<file path="config.mk">
export PLATFORM = sky130hd
export DESIGN_NAME = data_bank
export DESIGN_NICKNAME = d
export VERILOG_FILES = /design/src/source/mem_cfg_pkg.sv /design/src/source/mem_stage_pkg.sv /design/src/source/data_bank.sv
export SDC_FILE = /design/constraint.sdc
export NUM_CORES = 2
export LEC_CHECK = 0
export CORE_MARGIN = 4
export CORE_UTILIZATION = 53
export DETAILED_ROUTE_END_ITERATION = 10
export DONT_BUFFER_PORTS = 1
export PLACE_DENSITY_LB_ADDON = 0.3
export SLEW_MARGIN = 5
export SYNTH_ARGS = -nofsm -noshare
export SYNTH_HDL_FRONTEND = slang
export SYNTH_SLANG_ARGS = --single-unit
</file>
<file path="constraint.sdc">
create_clock -name bus -period 2.89 [get_ports bus]
set_input_delay 0.578 -clock bus [delete_from_list [all_inputs] [get_ports bus]]
set_output_delay 0.578 -clock bus [all_outputs]
set_load 0.005 [all_outputs]
</file>
<file path="src/source/mem_cfg_pkg.sv">
package mem_cfg_pkg;

  //////////////////////////////
  // Data path sizing
  //////////////////////////////

  // Data word width
  localparam int XLEN = 32;

  // Byte lanes per word, one bank each
  localparam int LANES = 4;

  // Register number width
  localparam int REG_W = 5;

  //////////////////////////////
  // Data memory sizing
  //////////////////////////////

  // Words held by each bank
  localparam int DEPTH_WORDS = 256;

  // Bank index width, taken from alu_res above the byte offset
  localparam int INDEX_W = 8;

endpackage : mem_cfg_pkg

</file>
<file path="src/source/mem_stage_pkg.sv">
package mem_stage_pkg;

  //////////////////////////////
  // Memory operation encoding
  //////////////////////////////

  typedef enum logic [3:0] {
    MEM_NONE = 4'd0,
    MEM_LB   = 4'd1,
    MEM_LH   = 4'd2,
    MEM_LW   = 4'd3,
    MEM_LBU  = 4'd4,
    MEM_LHU  = 4'd5,
    MEM_SB   = 4'd6,
    MEM_SH   = 4'd7,
    MEM_SW   = 4'd8
  } mem_op_e;

  // Op class helpers shared by the store and load sides
  function automatic logic is_load(mem_op_e op);
    return op inside {MEM_LB, MEM_LH, MEM_LW, MEM_LBU, MEM_LHU};
  endfunction

  function automatic logic is_store(mem_op_e op);
    return op inside {MEM_SB, MEM_SH, MEM_SW};
  endfunction

  //////////////////////////////
  // Pipeline register contents
  //////////////////////////////

  // EX/MEM register, alu_res is the address for memory ops
  typedef struct packed {
    mem_op_e                       op;
    logic [mem_cfg_pkg::XLEN-1:0]  alu_res;
    logic [mem_cfg_pkg::REG_W-1:0] rs2_num;
    logic [mem_cfg_pkg::XLEN-1:0]  rs2_data;
    logic [mem_cfg_pkg::REG_W-1:0] rd;
    logic                          regwrite;
  } ex_mem_t;

  // One byte-wide bank access
  typedef struct packed {
    logic                            en;
    logic                            we;
    logic [mem_cfg_pkg::INDEX_W-1:0] index;
    logic [7:0]                      wdata;
  } lane_req_t;

  // MEM/WB output, result is the final writeback value
  typedef struct packed {
    logic                          regwrite;
    logic [mem_cfg_pkg::REG_W-1:0] rd;
    logic                          memread;
    logic [mem_cfg_pkg::XLEN-1:0]  alu_res;
    logic [mem_cfg_pkg::XLEN-1:0]  result;
  } mem_wb_t;

endpackage : mem_stage_pkg

</file>
<file path="src/source/data_bank.sv">
module data_bank (
  input  logic                      bus,
  input  mem_stage_pkg::lane_req_t  req,
  output logic [7:0]                rdata
);

  //////////////////////////////
  // Byte-wide block RAM
  //////////////////////////////

  // One byte lane of every data word
  logic [7:0] mem [mem_cfg_pkg::DEPTH_WORDS];

  // Write port, only on an enabled write strobe
  always_ff @(posedge bus) begin
    if (req.en && req.we) begin
      mem[req.index] <= req.wdata;
    end
  end

  // Read port is read-first
  // A store sees the old byte, rdata holds while idle
  always_ff @(posedge bus) begin
    if (req.en) begin
      rdata <= mem[req.index];
    end
  end

endmodule : data_bank

</file>
==> flow_summary.json <==
{
  "status": "finished with violations",
  "violations": "slew limit, setup timing",
  "async_flop_share_pct": 0,
  "die_h_um": 393,
  "ys_ff_latch": 2056,
  "stdcell_area_um2": 90000,
  "die_area_um2": 154000,
  "io_pins": 27,
  "period_share_pct": 128,
  "dr.pass1.iters": 6,
  "synth-seq-area-share_pct": 78.8,
  "cts_num_sinks": 2056,
  "p_int_uw": 48300,
  "vdd_drop_max_mv": 0.541,
  "layoutNonFillerInstCount": 6007,
  "max_freq_mhz": 269,
  "hold_ws_ps": 90.3,
  "clock_latency_ps": 820,
  "yosysTopAreaCell": "edfxtp_1",
  "viasPerCell": 6.40,
  "yosys-top-cells-area": "edfxtp_1 79%, mux4_2 15%, a22oi_1 2.5%, nor2_1 1.2%, a21oi_1 0.82%",
  "critPathMaxFanout": 516,
  "worst_setup_path_end_kind": "flip-flop",
  "final_nets": 3941,
  "fp.coreArea_um2": 146000,
  "dr_total_vias": 38500,
  "yosysMostFrequentCell": "edfxtp_1",
  "synth-warning-count": 0,
  "synthTopCellsByCount": "2056 x edfxtp_1, 512 x mux4_2, 259 x nor2_1, 256 x a22oi_1, 143 x clkbuf_1",
  "fin_ws_ps": -822,
  "tightest_slew_ps": 2130,
  "path_class": "input port to flip-flop",
  "drtIter0Drc": 5315,
  "io_buffers": 0,
  "synth_top_area_share_pct": 78.8,
  "cp.required_ps": 3420,
  "path_clk_slew_ps": 70,
  "seq_power_share_pct": 54.6,
  "drt_wl_total_mm": 190,
  "synthCells": 3525,
  "slew_headroom_pct": -42.1,
  "maxCapViolCount": 0,
  "p_switching_uw": 12000,
  "setup_viol": 8,
  "dp_cells": 5616,
  "ys.flop_type": "edfxtp_1",
  "p_leak_uw": 0.0281,
  "grt_max_degree": 517,
  "drive_gt1_share_pct": 30.3,
  "grt_pass1_wl_mm": 274,
  "synth_enable_flop_cells": 2056,
  "root_buffer": "clkbuf_16",
  "cts_made_buffers": 195,
  "fin_crit_ps": 3710,
  "overflow": 0,
  "clkPwrFrac_pct": 41.8,
  "grt_usage_pct": 24.9,
  "start_util_pct": 53.6,
  "clock_skew_ps": 24.7,
  "syn2layout_area_growth_pct": 14.8,
  "antenna_left": 0,
  "dp_hpwl_mm": 99.7,
  "syn_area_um2": 78400,
  "cts_tree": "done",
  "pwr-share-comb_pct": 3.6,
  "total_power_uw": 60300,
  "die_w_um": 393,
  "row_count": 140,
  "hold_class": "input port to flip-flop",
  "antenna_found_initial": 12,
  "wl_per_cell_um": 31.6,
  "avgSynthCellArea_um2": 22.2,
  "yosysUniqueCellTypes": 21,
  "switching_share_pct": 19.9,
  "rsz0062_at_grt": "false",
  "crit_path_start_kind": "input port",
  "cts_buffer_depth": 3,
  "cp_data_arrival_time_ps": 4250,
  "placed_area_um2": 83100,
  "synth_nets": 3544,
  "hold_violations": 0,
  "slew_viol_final": 361,
  "gp_congestion": 0.813,
  "htreeDepth": 4,
  "power.density_nw_per_um2": 670,
  "grt_pass1_vias": 38600,
  "drc": 0
}
## power groups by stage
stage	logic, µW	registers, µW	clock network, µW
final	2170	32900	25200
after global routing	2200	32900	26900
after CTS	1980	32900	25500
after detailed placement	1670	33500	0
after global placement	1660	33500	0
after floorplan	1410	33500	0
## per-layer routing
metal	wire (µm)	track usage, %	vias up
li1	-	-	15800
met1	74200	37.0	20200
met2	89000	37.4	2109
met3	21100	5.84	312
met4	5510	7.39	0
met5	0	0	-
## timing repair
item                       4_1_cts  5_1_grt
resized for setup                0        3
hold endpoints to repair      1037      151
buffers inserted                 0        0
hold buffers                    16       10
setup endpoints to repair        0        3
## worst paths after layout
kind                             startpoint         end  slack, ps  cells after the start
worst min-delay path                 req[7]  mem[53][7]         90                      1
worst min register to register   mem[96][5]    rdata[5]       1080                      5
worst max register to register  mem[171][5]    rdata[5]         60                      6
worst max-delay path                 req[8]    rdata[1]       -820                      6
## sequential cells by signal (all words and copies together) (netlist names)
name   count
mem     2048
rdata      8
## stage by stage
step / worst slack (ps) / TNS, ps / util (%)
after floorplan: 52.3 / 0 / -
after global placement: -769 / -4330 / 56.8
after detailed placement: -671 / -3390 / 56.8
after CTS: 66.6 / 0 / 61.3
after global routing: 11.7 / 0 / 61.5
final: -822 / -5760 / 61.5
## cells in the final DEF, fill, tap and decap left out, types with 16 or more instances in the layout
cell type,n
edfxtp_1,2056
mux4_2,512
buf_4,380
nor2_1,258
a22oi_1,256
clkbuf_16,199
a21oi_1,128
clkinv_1,45
clkinv_2,35
clkbuf_1,33
o41ai_1,29
buf_12,24
bufinv_16,20
nand2_2,16
## critical path: stages
cell and delay (ps):
mux4_2 1240, a22oi_1 180, buf_4 150, a21oi_1 150
o41ai_1 800, nand4_1 170
## kinds of logic after synthesis
group,Yosys count,share of synthesized area [%]
AND/OR/NAND/NOR,316,1.60
buffers and inverters,225,1.27
flip-flops,2056,78.8
AO/OA/AOI/OAI,416,3.63
multiplexers,512,14.7
## final cells by class
class | instances | area [µm²]
antenna | 7 | 17.5
multi-input combinational | 1244 | 15700
clock inverter | 126 | 1200
tap | 1917 | 2400
fill | 9695 | 56300
sequential | 2056 | 61700
clock buffer | 232 | 5100
timing repair buffer | 425 | 3790
Note: power is estimated with default switching activity, not from simulation.
