**config.mk**
```make
export PLATFORM = sky130hd
export DESIGN_NAME = store_lane_unit
export DESIGN_NICKNAME = d
export VERILOG_FILES = /design/src/source/mem_cfg_pkg.sv /design/src/source/mem_stage_pkg.sv /design/src/source/store_lane_unit.sv
export SDC_FILE = /design/constraint.sdc
export NUM_CORES = 1
export LEC_CHECK = 0
export BUFFER_PORTS_ARGS = -buffer_cell sky130_fd_sc_hd__clkbuf_2
export CORE_ASPECT_RATIO = 0.6
export CORE_MARGIN = 8
export CORE_UTILIZATION = 37
export DETAILED_ROUTE_END_ITERATION = 8
export PLACE_DENSITY = 0.84
export SLEW_MARGIN = 20
export SYNTH_ARGS = -nofsm -noshare
export SYNTH_HDL_FRONTEND = slang
export SYNTH_SLANG_ARGS = --single-unit
```
**constraint.sdc**
```tcl
create_clock -name vclk -period 3.2
set_input_delay 0.64 -clock vclk [all_inputs]
set_output_delay 0.64 -clock vclk [all_outputs]
set_load 0.02 [all_outputs]
```
**src/source/mem_cfg_pkg.sv**
```systemverilog
package mem_cfg_pkg;

  //////////////////////////////
  // Data path sizing
  //////////////////////////////

  // Data word width
  localparam int XLEN = 32;

  // Byte lanes per word, one bank each
  localparam int LANES = 4;

  // Register number width
  localparam int REG_W = 5;

  //////////////////////////////
  // Data memory sizing
  //////////////////////////////

  // Words held by each bank
  localparam int DEPTH_WORDS = 256;

  // Bank index width, taken from alu_res above the byte offset
  localparam int INDEX_W = 8;

endpackage : mem_cfg_pkg

```
**src/source/mem_stage_pkg.sv**
```systemverilog
package mem_stage_pkg;

  //////////////////////////////
  // Memory operation encoding
  //////////////////////////////

  typedef enum logic [3:0] {
    MEM_NONE = 4'd0,
    MEM_LB   = 4'd1,
    MEM_LH   = 4'd2,
    MEM_LW   = 4'd3,
    MEM_LBU  = 4'd4,
    MEM_LHU  = 4'd5,
    MEM_SB   = 4'd6,
    MEM_SH   = 4'd7,
    MEM_SW   = 4'd8
  } mem_op_e;

  // Op class helpers shared by the store and load sides
  function automatic logic is_load(mem_op_e op);
    return op inside {MEM_LB, MEM_LH, MEM_LW, MEM_LBU, MEM_LHU};
  endfunction

  function automatic logic is_store(mem_op_e op);
    return op inside {MEM_SB, MEM_SH, MEM_SW};
  endfunction

  //////////////////////////////
  // Pipeline register contents
  //////////////////////////////

  // EX/MEM register, alu_res is the address for memory ops
  typedef struct packed {
    mem_op_e                       op;
    logic [mem_cfg_pkg::XLEN-1:0]  alu_res;
    logic [mem_cfg_pkg::REG_W-1:0] rs2_num;
    logic [mem_cfg_pkg::XLEN-1:0]  rs2_data;
    logic [mem_cfg_pkg::REG_W-1:0] rd;
    logic                          regwrite;
  } ex_mem_t;

  // One byte-wide bank access
  typedef struct packed {
    logic                            en;
    logic                            we;
    logic [mem_cfg_pkg::INDEX_W-1:0] index;
    logic [7:0]                      wdata;
  } lane_req_t;

  // MEM/WB output, result is the final writeback value
  typedef struct packed {
    logic                          regwrite;
    logic [mem_cfg_pkg::REG_W-1:0] rd;
    logic                          memread;
    logic [mem_cfg_pkg::XLEN-1:0]  alu_res;
    logic [mem_cfg_pkg::XLEN-1:0]  result;
  } mem_wb_t;

endpackage : mem_stage_pkg

```
**src/source/store_lane_unit.sv**
```systemverilog
module store_lane_unit (
  input  logic                         bus,
  input  logic                         rst,
  input  mem_stage_pkg::ex_mem_t       ex_mem,
  input  logic                         hold,
  input  mem_stage_pkg::mem_wb_t       mem_wb,
  input  logic [mem_cfg_pkg::XLEN-1:0] wb_res,
  output mem_stage_pkg::lane_req_t     lane_req [mem_cfg_pkg::LANES]
);

  logic                            is_store;
  logic                            is_load;
  logic                            access;
  logic                            fwd;
  logic [mem_cfg_pkg::XLEN-1:0]    store_data;
  logic [1:0]                      offset;
  logic [1:0]                      rot;
  logic [mem_cfg_pkg::INDEX_W-1:0] bank_index;
  logic [mem_cfg_pkg::LANES-1:0]   lane_en;
  logic [mem_cfg_pkg::LANES-1:0]   lane_we;

  //////////////////////////////
  // Store hazard forwarding
  //////////////////////////////

  assign is_store = mem_stage_pkg::is_store(ex_mem.op);
  assign is_load  = mem_stage_pkg::is_load(ex_mem.op);

  // Previous instruction writes the register this store reads
  // x0 never forwards
  assign fwd = is_store && mem_wb.regwrite &&
               (mem_wb.rd == ex_mem.rs2_num) && (mem_wb.rd != '0);

  assign store_data = fwd ? wb_res : ex_mem.rs2_data;

  //////////////////////////////
  // Lane alignment
  //////////////////////////////

  assign offset     = ex_mem.alu_res[1:0];
  assign bank_index = ex_mem.alu_res[mem_cfg_pkg::INDEX_W+1:2];

  // Frozen stage or non-memory op touches no bank
  assign access = !hold && (ex_mem.op != mem_stage_pkg::MEM_NONE);

  // SW keeps byte order, SB and SH shift byte 0 up to the offset lane
  assign rot = (ex_mem.op == mem_stage_pkg::MEM_SW) ? 2'd0 : offset;

  for (genvar i = 0; i < mem_cfg_pkg::LANES; i++) begin : g_lane
    localparam logic [1:0] LANE_ID = 2'(i);

    logic       hit_byte;
    logic       hit_half;
    logic [1:0] src;

    assign hit_byte = (LANE_ID == offset);
    // Second half of SH wraps from lane 3 to lane 0
    assign hit_half = hit_byte || (LANE_ID == 2'(offset + 2'd1));

    // Byte of the store data that lands in this lane
    assign src = 2'(LANE_ID - rot);

    assign lane_en[i] = access &&
                        (is_load || (ex_mem.op == mem_stage_pkg::MEM_SW) ||
                         ((ex_mem.op == mem_stage_pkg::MEM_SB) && hit_byte) ||
                         ((ex_mem.op == mem_stage_pkg::MEM_SH) && hit_half));
    assign lane_we[i] = lane_en[i] && is_store;

    assign lane_req[i] = '{en: lane_en[i], we: lane_we[i], index: bank_index,
                           wdata: store_data[{src, 3'b000} +: 8]};
  end

  //////////////////////////////
  // Checks
  //////////////////////////////

  // Byte store reaches exactly one bank
  a_sb_one_lane : assert property (@(posedge bus) disable iff (rst)
    (ex_mem.op == mem_stage_pkg::MEM_SB && !hold) |-> $onehot(lane_we));

  // Frozen stage never writes memory
  a_hold_no_write : assert property (@(posedge bus) disable iff (rst)
    hold |-> (lane_we == '0));

endmodule : store_lane_unit

```
==> results.json <==
{
  "path_class": "input pin to primary output",
  "dp.cells": 527,
  "cp-end-kind": "primary output",
  "grt_pass1_vias": 2801,
  "synth_area_mm2": 0.00247,
  "seq_cells": 0,
  "power_frac_seq_pct": 0,
  "drcViolationCount": 0,
  "leakagePower_uw": 0.00141,
  "syn_nets": 559,
  "netlist.area_leader.share_pct": 17.0,
  "gr-total-overflow": 0,
  "p_sw_uw": 337,
  "first_pass_iters": 5,
  "io_pins": 257,
  "fin_crit_sh_pct": 98.0,
  "layout-drive-gt1-share_pct": 41.0,
  "drtIter0Drc": 210,
  "die_width_um": 121,
  "diodes": 0,
  "port_buffers": 122,
  "setup_viol": 0,
  "die_h_um": 79.3,
  "ys_warn_count": 0,
  "cp_max_fo": 26,
  "start_util_pct": 37.6,
  "worst-slew-pin-transition_ns": 0.570,
  "status": "finished, final reports clean",
  "antenna_found_initial": 0,
  "vias_per_cell": 5.82,
  "switching_share_pct": 57.2,
  "power.density_mw_per_mm2": 195,
  "synth_area_leaders": "a32oi_1 17%, nand2_1 15%, mux2_2 15%",
  "wl_per_cell_um": 15.7,
  "power_uw": 590,
  "gp_congestion": 0.822,
  "ant_nets": 0,
  "fin_tns_setup_ns": 0,
  "hold_viol_final": 0,
  "slew_viol_final": 0,
  "seq_area_frac_synth_pct": 0,
  "synth_cell_types": 27,
  "grt_first_pass_wirelength_mm": 12.3,
  "pwr-share-clk_pct": 0,
  "maxSlewHeadroom_pct": 61.9,
  "cp.required_ns": 2.56,
  "fin_nets": 634,
  "postCtsHoldBufs": 0,
  "hold_class": "input pin to primary output",
  "maxCapViolCount": 0,
  "coreArea_mm2": 0.00656,
  "dp_hpwl_mm": 6.49,
  "ctsResizeCount": 0,
  "pwr-share-comb_pct": 100.0,
  "wl_mm": 8.28,
  "fin_cells": 528,
  "worstSetupStartpointType": "input pin",
  "fmax_mhz": 319,
  "grt_max_degree": 75,
  "rows": 23,
  "worst_ir_drop_vdd_mv": 0.0861,
  "netlist_instances": 368,
  "cts_setup_buffers": 0,
  "intPower_uw": 253,
  "synth_top_area_cell": "a32oi_1",
  "crit_arrival_ns": 2.50,
  "syn_area_per_cell_um2": 6.70,
  "min_period_ns": 3.14,
  "die-area_mm2": 0.00962,
  "fillers": 664,
  "track_usage_pct": 14.5,
  "via_count": 3071,
  "grt_setup_unrepaired": "no",
  "syn_to_final_growth_pct": 22.8,
  "nClkBuffers": 0,
  "utilization_pct": 46.2,
  "seq_area_um2": 0
}
[power by group through the flow]
stage / clock network [uW] / logic, uW / registers, uW
floorplan: 0 / 432 / 0
global placement: 0 / 550 / 0
detailed placement: 0 / 571 / 0
CTS: 0 / 574 / 0
global route: 0 / 637 / 0
finish: 0 / 590 / 0
[placed cells by master (no fill, tap or decap), drive strengths merged, types with 2 or more instances in the layout]
| master | synthesis | layout |
|---|---|---|
| a21oi | 52 | 52 |
| nand2 | 99 | 99 |
| xnor2 | 5 | 5 |
| a32oi | 48 | 48 |
| mux2 | 32 | 32 |
| mux2i | 33 | 33 |
| buf | 53 | 14 |
| inv | 2 | 2 |
| nor2b | 4 | 4 |
| clkbuf | 11 | 123 |
| o21a | 4 | 4 |
| ha | 6 | 6 |
| nor2 | 6 | 6 |
| and2 | 3 | 3 |
[synth_stat cells]
master and n:
nand2b_1 1, buf_2 12, xor2_1 1, and2_1 3
a32oi_1 48, nand2_1 99, buf_4 35, buf_1 1
o21ai_0 1, a21oi_1 52, ha_1 6, or4b_1 1
nand3b_1 1, mux2_2 32, clkbuf_1 11, nand4_1 1
nor2_1 6, mux2i_1 33, nor3_2 1, o21a_1 4
or4_1 1, nor2b_1 4, inv_1 2, buf_6 5
o211ai_1 1, xnor2_1 5, o32ai_1 1
[through the flow]
step | hold slack [ns] | setup WS [ns] | cell area, um^2
2_1_floorplan | 1.39 | 0.207 | 2470
3_3_place_gp | 1.28 | 0.0309 | 2960
3_5_place_dp | 1.28 | 0.0148 | 2960
4_1_cts | 1.28 | 0.0126 | 2960
5_1_grt | 1.28 | 0.00599 | 3030
6_report | 1.28 | 0.0645 | 3030
[worst max-delay path, stage by stage]
cell and delay (ns):
clkbuf_2 0.09, or4b_4 0.54, buf_4 0.17, and2_2 0.21, buf_12 0.17, a21oi_1 0.15
a32oi_1 0.08, mux2_2 0.28, clkbuf_2 0.16
[cells by family (layout without fill, tap and decap cells)]
| group | count (synthesis) | in the layout | share of synthesized area, % |
|---|---|---|---|
| buffers and inverters | 66 | 139 | 17.5 |
| adders and majority gates | 6 | 6 | 3.04 |
| and+or+nand+nor | 118 | 118 | 19.7 |
| xor gates and xnor gates | 6 | 6 | 2.13 |
| muxes | 65 | 65 | 28.0 |
| AOI/OAI and AO/OA | 107 | 107 | 29.7 |
[layout make-up]
cell class / count / area, um^2 / area share (%)
Tap cell: 87 / 109 / 3.59
Timing Repair Buffer: 137 / 823 / 27.2
Multi-Input combinational cell: 302 / 2090 / 69.0
Inverter: 2 / 7.51 / 0.248
[metal layers]
layer / global-route usage, % / wire [um]
met1: 17.8 / 3550
met2: 26.9 / 3890
met3: 2.34 / 778
met4: 1.22 / 50
met5: 0 / 0
[final timing paths]
check | startpoint | endpoint | slack (ns) | cells after the start
worst max-delay path | ex_mem[76] | lane_req[25] | 0.06 | 9
worst min-delay path | ex_mem[48] | lane_req[47] | 1.28 | 0
No activity file was read; power rests on OpenSTA's default activity.
