$ cat config.mk
export PLATFORM = sky130hd
export DESIGN_NAME = load_writeback_unit
export DESIGN_NICKNAME = d
export VERILOG_FILES = /design/src/source/mem_cfg_pkg.sv /design/src/source/mem_stage_pkg.sv /design/src/source/load_writeback_unit.sv
export SDC_FILE = /design/constraint.sdc
export NUM_CORES = 1
export LEC_CHECK = 0
export ABC_AREA = 1
export BUFFER_PORTS_ARGS = -buffer_cell sky130_fd_sc_hd__buf_2
export CAP_MARGIN = 15
export CORE_ASPECT_RATIO = 0.5
export CORE_MARGIN = 2
export CORE_UTILIZATION = 35
export CTS_BUF_LIST = sky130_fd_sc_hd__clkbuf_4
export CTS_CLUSTER_SIZE = 14
export DETAILED_ROUTE_END_ITERATION = 6
export GPL_ROUTABILITY_DRIVEN = 0
export PLACE_DENSITY_LB_ADDON = 0.08
export SYNTH_ARGS = -nofsm -noshare
export SYNTH_HDL_FRONTEND = slang
export SYNTH_SLANG_ARGS = --single-unit
$ cat constraint.sdc
create_clock -name bus -period 1.6 [get_ports bus]
set_input_delay 0.24 -clock bus [delete_from_list [all_inputs] [get_ports bus]]
set_output_delay 0.24 -clock bus [all_outputs]
set_load 0.01 [all_outputs]
$ cat src/source/mem_cfg_pkg.sv
package mem_cfg_pkg;

  //////////////////////////////
  // Data path sizing
  //////////////////////////////

  // Data word width
  localparam int XLEN = 32;

  // Byte lanes per word, one bank each
  localparam int LANES = 4;

  // Register number width
  localparam int REG_W = 5;

  //////////////////////////////
  // Data memory sizing
  //////////////////////////////

  // Words held by each bank
  localparam int DEPTH_WORDS = 256;

  // Bank index width, taken from alu_res above the byte offset
  localparam int INDEX_W = 8;

endpackage : mem_cfg_pkg

$ cat src/source/mem_stage_pkg.sv
package mem_stage_pkg;

  //////////////////////////////
  // Memory operation encoding
  //////////////////////////////

  typedef enum logic [3:0] {
    MEM_NONE = 4'd0,
    MEM_LB   = 4'd1,
    MEM_LH   = 4'd2,
    MEM_LW   = 4'd3,
    MEM_LBU  = 4'd4,
    MEM_LHU  = 4'd5,
    MEM_SB   = 4'd6,
    MEM_SH   = 4'd7,
    MEM_SW   = 4'd8
  } mem_op_e;

  // Op class helpers shared by the store and load sides
  function automatic logic is_load(mem_op_e op);
    return op inside {MEM_LB, MEM_LH, MEM_LW, MEM_LBU, MEM_LHU};
  endfunction

  function automatic logic is_store(mem_op_e op);
    return op inside {MEM_SB, MEM_SH, MEM_SW};
  endfunction

  //////////////////////////////
  // Pipeline register contents
  //////////////////////////////

  // EX/MEM register, alu_res is the address for memory ops
  typedef struct packed {
    mem_op_e                       op;
    logic [mem_cfg_pkg::XLEN-1:0]  alu_res;
    logic [mem_cfg_pkg::REG_W-1:0] rs2_num;
    logic [mem_cfg_pkg::XLEN-1:0]  rs2_data;
    logic [mem_cfg_pkg::REG_W-1:0] rd;
    logic                          regwrite;
  } ex_mem_t;

  // One byte-wide bank access
  typedef struct packed {
    logic                            en;
    logic                            we;
    logic [mem_cfg_pkg::INDEX_W-1:0] index;
    logic [7:0]                      wdata;
  } lane_req_t;

  // MEM/WB output, result is the final writeback value
  typedef struct packed {
    logic                          regwrite;
    logic [mem_cfg_pkg::REG_W-1:0] rd;
    logic                          memread;
    logic [mem_cfg_pkg::XLEN-1:0]  alu_res;
    logic [mem_cfg_pkg::XLEN-1:0]  result;
  } mem_wb_t;

endpackage : mem_stage_pkg

$ cat src/source/load_writeback_unit.sv
module load_writeback_unit (
  input  logic                   bus,
  input  logic                   rst,
  input  mem_stage_pkg::ex_mem_t ex_mem,
  input  logic                   hold,
  input  logic [7:0]             lane_rdata [mem_cfg_pkg::LANES],
  output mem_stage_pkg::mem_wb_t mem_wb
);

  mem_stage_pkg::mem_op_e        op_q;
  logic [1:0]                    offset_q;
  logic                          regwrite_q;
  logic                          memread_q;
  logic [mem_cfg_pkg::REG_W-1:0] rd_q;
  logic [mem_cfg_pkg::XLEN-1:0]  alu_res_q;
  logic [1:0]                    rot;
  logic [mem_cfg_pkg::XLEN-1:0]  load_word;
  logic [mem_cfg_pkg::XLEN-1:0]  result;

  //////////////////////////////
  // MEM/WB pipeline register
  //////////////////////////////

  // Captured on the same edge the banks complete their access
  always_ff @(posedge bus) begin
    if (rst) begin
      op_q       <= mem_stage_pkg::MEM_NONE;
      offset_q   <= 2'd0;
      regwrite_q <= 1'b0;
      memread_q  <= 1'b0;
      rd_q       <= '0;
      alu_res_q  <= '0;
    end else if (!hold) begin
      op_q       <= ex_mem.op;
      offset_q   <= ex_mem.alu_res[1:0];
      regwrite_q <= ex_mem.regwrite;
      memread_q  <= mem_stage_pkg::is_load(ex_mem.op);
      rd_q       <= ex_mem.rd;
      alu_res_q  <= ex_mem.alu_res;
    end
  end

  //////////////////////////////
  // Lane realignment
  //////////////////////////////

  // LW reads the lanes in plain byte order
  assign rot = (op_q == mem_stage_pkg::MEM_LW) ? 2'd0 : offset_q;

  // Byte k of the loaded value comes from lane (offset + k) mod 4
  // So a halfword at offset 3 takes lanes 3 and 0
  for (genvar k = 0; k < mem_cfg_pkg::LANES; k++) begin : g_byte
    localparam logic [1:0] BYTE_ID = 2'(k);

    logic [1:0] src;

    assign src                = 2'(BYTE_ID + rot);
    assign load_word[8*k +: 8] = lane_rdata[src];
  end

  //////////////////////////////
  // Load extension
  //////////////////////////////

  always_comb begin
    unique case (op_q)
      // Signed loads
      mem_stage_pkg::MEM_LB:
        result = {{(mem_cfg_pkg::XLEN-8){load_word[7]}}, load_word[7:0]};
      mem_stage_pkg::MEM_LH:
        result = {{(mem_cfg_pkg::XLEN-16){load_word[15]}}, load_word[15:0]};
      mem_stage_pkg::MEM_LW:
        result = load_word;
      // Unsigned loads
      mem_stage_pkg::MEM_LBU:
        result = {{(mem_cfg_pkg::XLEN-8){1'b0}}, load_word[7:0]};
      mem_stage_pkg::MEM_LHU:
        result = {{(mem_cfg_pkg::XLEN-16){1'b0}}, load_word[15:0]};
      // Stores and ALU ops write back the ALU result
      default:
        result = alu_res_q;
    endcase
  end

  assign mem_wb = '{regwrite: regwrite_q, rd: rd_q, memread: memread_q,
                    alu_res: alu_res_q, result: result};

  //////////////////////////////
  // Checks
  //////////////////////////////

  // Load flag and registered op never disagree
  a_memread_is_load : assert property (@(posedge bus) disable iff (rst)
    mem_wb.memread |-> mem_stage_pkg::is_load(op_q));

endmodule : load_writeback_unit

==> impl_metrics.csv, run 1 <==
group,metric,value,unit
status,status,"finished, violations left",
status,failed_checks,"setup timing",
power,clockPowerShare,19.3,%
power,switching_power,1.05,mW
clock_network,cts_root_buf,"clkbuf_4",
sta,setup_slack,-0.487,ns
clock_network,cts_sinks,43,
floorplan,initial_utilization,37.2,%
worst_setup_path,path_class,"reg -> out",
floorplan,die_area,0.00875,sq mm
worst_setup_path,critPathRequiredTime,1.36,ns
detailed_routing,route.detailed.drc,0,
logic_synthesis,synthesis.area,0.00279,sq mm
layout,antenna_cells,0,
logic_synthesis,synth_nets,539,
worst_setup_path,r2r_setup_slack,0.58,ns
clock_network,numCtsBuffers,5,
global_route,groute.usage.overall,22.0,%
clock_network,cts_tree,"done",
place,hpwl,7250,microns
sta,worst_pin_slew,0.384,ns
sta,fin_tns_setup,-14.04,ns
global_route,antenna_found_initial,0,
worst_hold_path,holdPathStages,3,
logic_synthesis,synth_seq_cells,43,
power,p_leak,2.09,nW
place,dp_slack,-0.0846,ns
layout,post-route-util,54.6,%
worst_setup_path,critPathArrivalTime,1.85,ns
sta,rsz0062_at_grt,"yes",
power,seqPwrFrac,41.3,%
sta,hold_viol,0,
floorplan,core,0.00751,sq mm
detailed_routing,firstDrtPassIters,4,
power,ir_drop,383,uV
clock_network,ctsHoldBuffers,0,
detailed_routing,via_count,3310,
place,post-place-cells,687,
layout,finalNonFillerCells,697,
sta,fin_crit_sh,130,%
detailed_routing,detail-route-antenna-nets,0,
layout,final_cell_mix,"nand2_1, buf_2, a21oi_1",
layout,nNetsFinal,703,
detailed_routing,wl,9530,microns
power,switching_share,36.8,%
layout,syn2layout_area_growth,47.0,%
floorplan,die_h,67.2,microns
detailed_routing,wire_per_inst,13.7,microns
clock_network,cts_setup_buffers,0,
worst_setup_path,crit_path_start_kind,"flip-flop",
sta,period_needed,2.09,ns
clock_network,clkLatencyLatePin,0.35,ns
layout,layout-drive-gt1-share,40.9,%
clock_network,clk_pin_slew,0.14,ns
detailed_routing,drt-vias-per-instance,4.75,
logic_synthesis,synth-warning-count,0,
power,power,2.85,mW
floorplan,die_w,130,microns
sta,hold_slack,0.0925,ns
global_route,overflow,0,
detailed_routing,first_iter_violations,151,
floorplan,num_io_pins,185,
logic_synthesis,synthCells,425,
global_route,grt_pass1_wl,14800,microns
clock_network,cts_buffer_depth,2,
worst_setup_path,worst-path-max-fanout,8,
layout,final_common_cell,"nand2_1",
floorplan,placementRows,22,
logic_synthesis,synth.distinct_cells,30,
worst_setup_path,r2r_cells,3,
logic_synthesis,avgSynthCellArea,6.57,sq um
global_route,grt_pass1_vias,3032,
power,pwr-share-comb,39.4,%
sta,finalMaxSlewViolations,0,
logic_synthesis,synth-seq-area-share,30.8,%
place,portBuffers,147,
global_route,grt_max_degree,38,
clock_network,htreeDepth,2,
layout,fillCellCount,788,
layout,finalInstanceArea,0.00411,sq mm
logic_synthesis,async_reset_ff_share,0,%
power,intPower,1.80,mW
sta,clock.fmax,0.479,GHz
sta,worst_slew_margin_rel,74.4,%
worst_hold_path,hold_class,"in -> reg",
sta,finalSetupViolations,32,
sta,skew,0,ns
power,p_per_area,695,mW/mm^2
logic_synthesis,synth-edff-count,0,
worst_setup_path,endpoint_kind,"output pin",
place,dpl_cell_area,0.00387,sq mm
logic_synthesis,synthFlopType,"dfxtp_1",
run,maxCapViolCount,0,
==> state kept, by name, summed over array words and instances (netlist names) <==
register,count
rd_q,5
regwrite_q,1
offset_q,1
memread_q,1
alu_res_q,31
op_q,4
==> power groups by stage <==
| stage | combinational, mW | clock, mW | sequential (mW) |
|---|---|---|---|
| after floorplan | 0.541 | 0 | 1.22 |
| after global placement | 1.04 | 0 | 1.20 |
| after detailed placement | 1.04 | 0 | 1.20 |
| after CTS | 1.09 | 0.570 | 1.18 |
| after global routing | 1.24 | 0.614 | 1.19 |
| final | 1.12 | 0.551 | 1.18 |
==> layout make-up <==
| class | instances | area [sq um] | area share, % |
|---|---|---|---|
| multi-input cells | 329 | 1770 | 43.0 |
| repair buffers | 184 | 1180 | 28.9 |
| flip-flops and latches | 43 | 866 | 21.1 |
| well taps | 108 | 135 | 3.29 |
| inverters | 26 | 103 | 2.50 |
| clock buffers | 5 | 37.5 | 0.914 |
| clock inverters | 2 | 13.8 | 0.335 |
==> cell usage after synthesis (7+ instances only) <==
cell	count	area (sq um)
a21oi_1	44	220
nand4_2	10	125
dfxtp_1	43	861
inv_1	23	86.3
buf_2	7	35.0
nor2_1	8	30.0
o211ai_1	8	60.1
o21ai_0	24	120
nand3_1	26	130
nand2_1	175	657
clkbuf_1	11	41.3
==> final timing paths <==
path,start,endpoint
setup / recovery,op_q[3],mem_wb[22]
setup reg to reg,offset_q[0],offset_q[0]
hold / removal,ex_mem[45],alu_res_q[2]
hold reg to reg,rd_q[3],rd_q[3]
==> logic make-up after synthesis <==
kind of cell	after synthesis	synth area share, %
buffers and inverters	55	9.95
DFF	43	30.8
AOI/OAI and AO/OA	83	16.7
and+or+nand+nor	244	42.5
==> critical path, cell delays in order (launching register included) <==
cell	delay [ns]
dfxtp_4	0.38
nor2_4	0.17
nand2_8	0.12
nand2_8	0.12
nand2_1	0.07
nand2_2	0.07
nand2_4	0.08
nand3_4	0.17
nand4_2	0.14
buf_6	0.14
==> routing by layer <==
metal / share of wire [%] / up-vias / global-route usage (%)
met2: 43 / 96 / 35.2
met1: 50 / 1480 / 31.1
li1: - / 1730 / -
met5: 0 / - / 0
met4: 0.37 / 0 / 3.23
met3: 6.2 / 4 / 4.99
==> timing repair <==
action | 4_1_cts | 5_1_grt
hold endpoints to repair | 0 | 0
resized for setup | 18 | 21
pin swaps | 9 | 13
gates cloned | 2 | 1
setup endpoints to repair | 32 | 32
Note: power is estimated with default switching activity, not from simulation.
==> run 2, diff against run 1 <==
--- a/config.mk
+++ b/config.mk
@@ -8,9 +8,11 @@
 export ABC_AREA = 1
 export BUFFER_PORTS_ARGS = -buffer_cell sky130_fd_sc_hd__buf_2
 export CAP_MARGIN = 15
+export CELL_PAD_IN_SITES_DETAIL_PLACEMENT = 1
+export CELL_PAD_IN_SITES_GLOBAL_PLACEMENT = 1
 export CORE_ASPECT_RATIO = 0.5
 export CORE_MARGIN = 2
-export CORE_UTILIZATION = 35
+export CORE_UTILIZATION = 28
 export CTS_BUF_LIST = sky130_fd_sc_hd__clkbuf_4
 export CTS_CLUSTER_SIZE = 14
 export DETAILED_ROUTE_END_ITERATION = 6
@@ -19,3 +21,4 @@
 export SYNTH_ARGS = -nofsm -noshare
 export SYNTH_HDL_FRONTEND = slang
 export SYNTH_SLANG_ARGS = --single-unit
+export TNS_END_PERCENT = 1
==> run 2 against run 1 <==
Effect of this change: the run still ends with setup timing left; setup slack improved by 0.0092 ns; core utilization shrank 12 points; non-clock buffer count shrank 2; die area rose by 24%; flip-flop and latch count is the same; cell count up 3.6%.
==> impl_metrics.csv, run 2 (synthesis results as in run 1) <==
group,metric,value,unit
status,status,"finished, violations left",
status,failed_checks,"setup timing",
layout,final_common_cell,"nand2_1",
worst_setup_path,crit_path_start_kind,"flip-flop",
sta,fin_crit_sh,130,%
floorplan,core,0.00957,sq mm
clock_network,numCtsBuffers,5,
global_route,grt_pass1_wl,17300,microns
place,portBuffers,147,
detailed_routing,wire_per_inst,15.2,microns
floorplan,num_io_pins,185,
detailed_routing,firstDrtPassIters,4,
power,ir_drop,267,uV
floorplan,die_w,145,microns
clock_network,clk_pin_slew,0.14,ns
sta,worst_slew_margin_rel,75.4,%
power,p_per_area,709,mW/mm^2
clock_network,cts_setup_buffers,0,
sta,finalMaxSlewViolations,0,
detailed_routing,drt-vias-per-instance,4.68,
worst_setup_path,critPathArrivalTime,1.84,ns
worst_setup_path,crit-reg2reg-launch,"op_q[2]",
run,maxCapViolCount,0,
worst_setup_path,timing.rr.end,"op_q[2]",
worst_setup_path,cp_slowest_cell,"dfxtp_2",
worst_setup_path,worst-path-max-fanout,14,
sta,period_needed,2.08,ns
worst_setup_path,r2r_setup_slack,0.62,ns
worst_hold_path,hold_class,"in -> reg",
layout,fillCellCount,1311,
global_route,groute.usage.overall,20.3,%
floorplan,die_h,74.6,microns
layout,layout-drive-gt1-share,40.5,%
worst_hold_path,min_to,"rd_q[1]",
clock_network,cts_sinks,43,
global_route,grt_max_degree,44,
power,p_leak,2.06,nW
detailed_routing,route.detailed.drc,0,
place,hpwl,8390,microns
worst_setup_path,r2r_cells,4,
sta,skew,0,ns
clock_network,htreeDepth,2,
detailed_routing,wl,11000,microns
sta,finalSetupViolations,32,
global_route,overflow,0,
floorplan,initial_utilization,29.2,%
sta,clock.fmax,0.481,GHz
sta,setup_slack,-0.477,ns
worst_setup_path,max_stage_delay,0.37,ns
detailed_routing,via_count,3381,
global_route,antenna_found_initial,0,
worst_setup_path,critPathRequiredTime,1.36,ns
clock_network,cts_root_buf,"clkbuf_4",
clock_network,cts_tree,"done",
worst_setup_path,crit_buf_inv,2,
layout,reg_top3,"alu_res_q x31, rd_q x5, op_q x4",
sta,hold_viol,0,
worst_setup_path,endpoint_kind,"output pin",
floorplan,die_area,0.0108,sq mm
sta,worst_pin_slew,0.369,ns
detailed_routing,detail-route-antenna-nets,0,
layout,antenna_cells,0,
sta,hold_slack,0.0847,ns
worst_setup_path,path_cells,"nor2_4 > nand2_8 > nand2_8 > buf_12 > nand2_1 > o211ai_1 > nand3_1 > nand2_1 > buf_2",
worst_hold_path,holdPathStages,3,
global_route,grt_pass1_vias,3370,
worst_setup_path,crit_family,"simple AND/OR/NAND/NOR gates",
detailed_routing,first_iter_violations,105,
layout,nNetsFinal,700,
clock_network,cts_buffer_depth,2,
power,power,2.88,mW
layout,largest_reg_flops,31,
worst_hold_path,min_from,"ex_mem[2]",
worst_setup_path,path_class,"reg -> out",
layout,largest_register,"alu_res_q",
layout,syn2layout_area_growth,45.6,%
clock_network,clkLatencyLatePin,0.37,ns
layout,final_cell_mix,"nand2_1, buf_2, a21oi_1",
floorplan,placementRows,25,
sta,rsz0062_at_grt,"yes",
run 2: through the flow:
stage / std cells / setup TNS (ns) / setup slack, ns / util (%) / area, sq um
6_report: 722 / -14.46 / -0.477 / 42.5 / 4070
5_1_grt: 722 / -18.99 / -0.631 / 42.5 / 4070
4_1_cts: 722 / -15.12 / -0.501 / 42.3 / 4050
3_5_place_dp: 713 / -2.02 / -0.0981 / 40.8 / 3910
3_3_place_gp: 713 / -1.68 / -0.0760 / 40.8 / 3910
2_1_floorplan: 425 / 0 / 0.0431 / - / 2790
run 2: area by class of cell:
type	instances	area [sq um]	area share, %
clock inverters	2	12.5	0.308
multi-input cells	328	1730	42.5
well taps	135	169	4.16
repair buffers	182	1140	28.1
inverters	26	103	2.52
clock buffers	6	45.0	1.11
flip-flops and latches	43	866	21.3
run 2: tightest hold or removal path: stages:
cell     delay (ns)
buf_2          0.09
nand2_1        0.05
a21oi_1        0.05
run 2: worst max path at each step:
stage / depth (start not counted) / endpoint / from / slack [ns]
floorplan: 8 / mem_wb[17] / offset_q[0] / 0.04
global placement: 9 / mem_wb[29] / op_q[3] / -0.08
detailed placement: 10 / mem_wb[29] / op_q[0] / -0.1
CTS: 10 / mem_wb[10] / op_q[2] / -0.50
global route: 8 / mem_wb[29] / op_q[2] / -0.63
finish: 9 / mem_wb[3] / op_q[2] / -0.48
run 2: report_power, final:
group          leakage [nW]  switching, mW  total [mW]  internal (mW)
logic                  1.67          0.626        1.11          0.486
registers             0.356         0.0471        1.18           1.13
clock network        0.0317          0.404       0.591          0.187
run 2: what timing repair did:
item,CTS,global route
gates cloned,1,0
setup endpoints to repair,32,32
pin swaps,5,9
hold buffers,0,0
gates resized for setup,20,6
run 2: routing by layer:
layer / up-vias / wire length, microns / track usage, %
li1: 1721 / - / -
met1: 1561 / 5400 / 27.8
met2: 92 / 4800 / 33.5
met3: 7 / 687 / 5.21
met4: 0 / 70 / 3.38
met5: - / 0 / 0
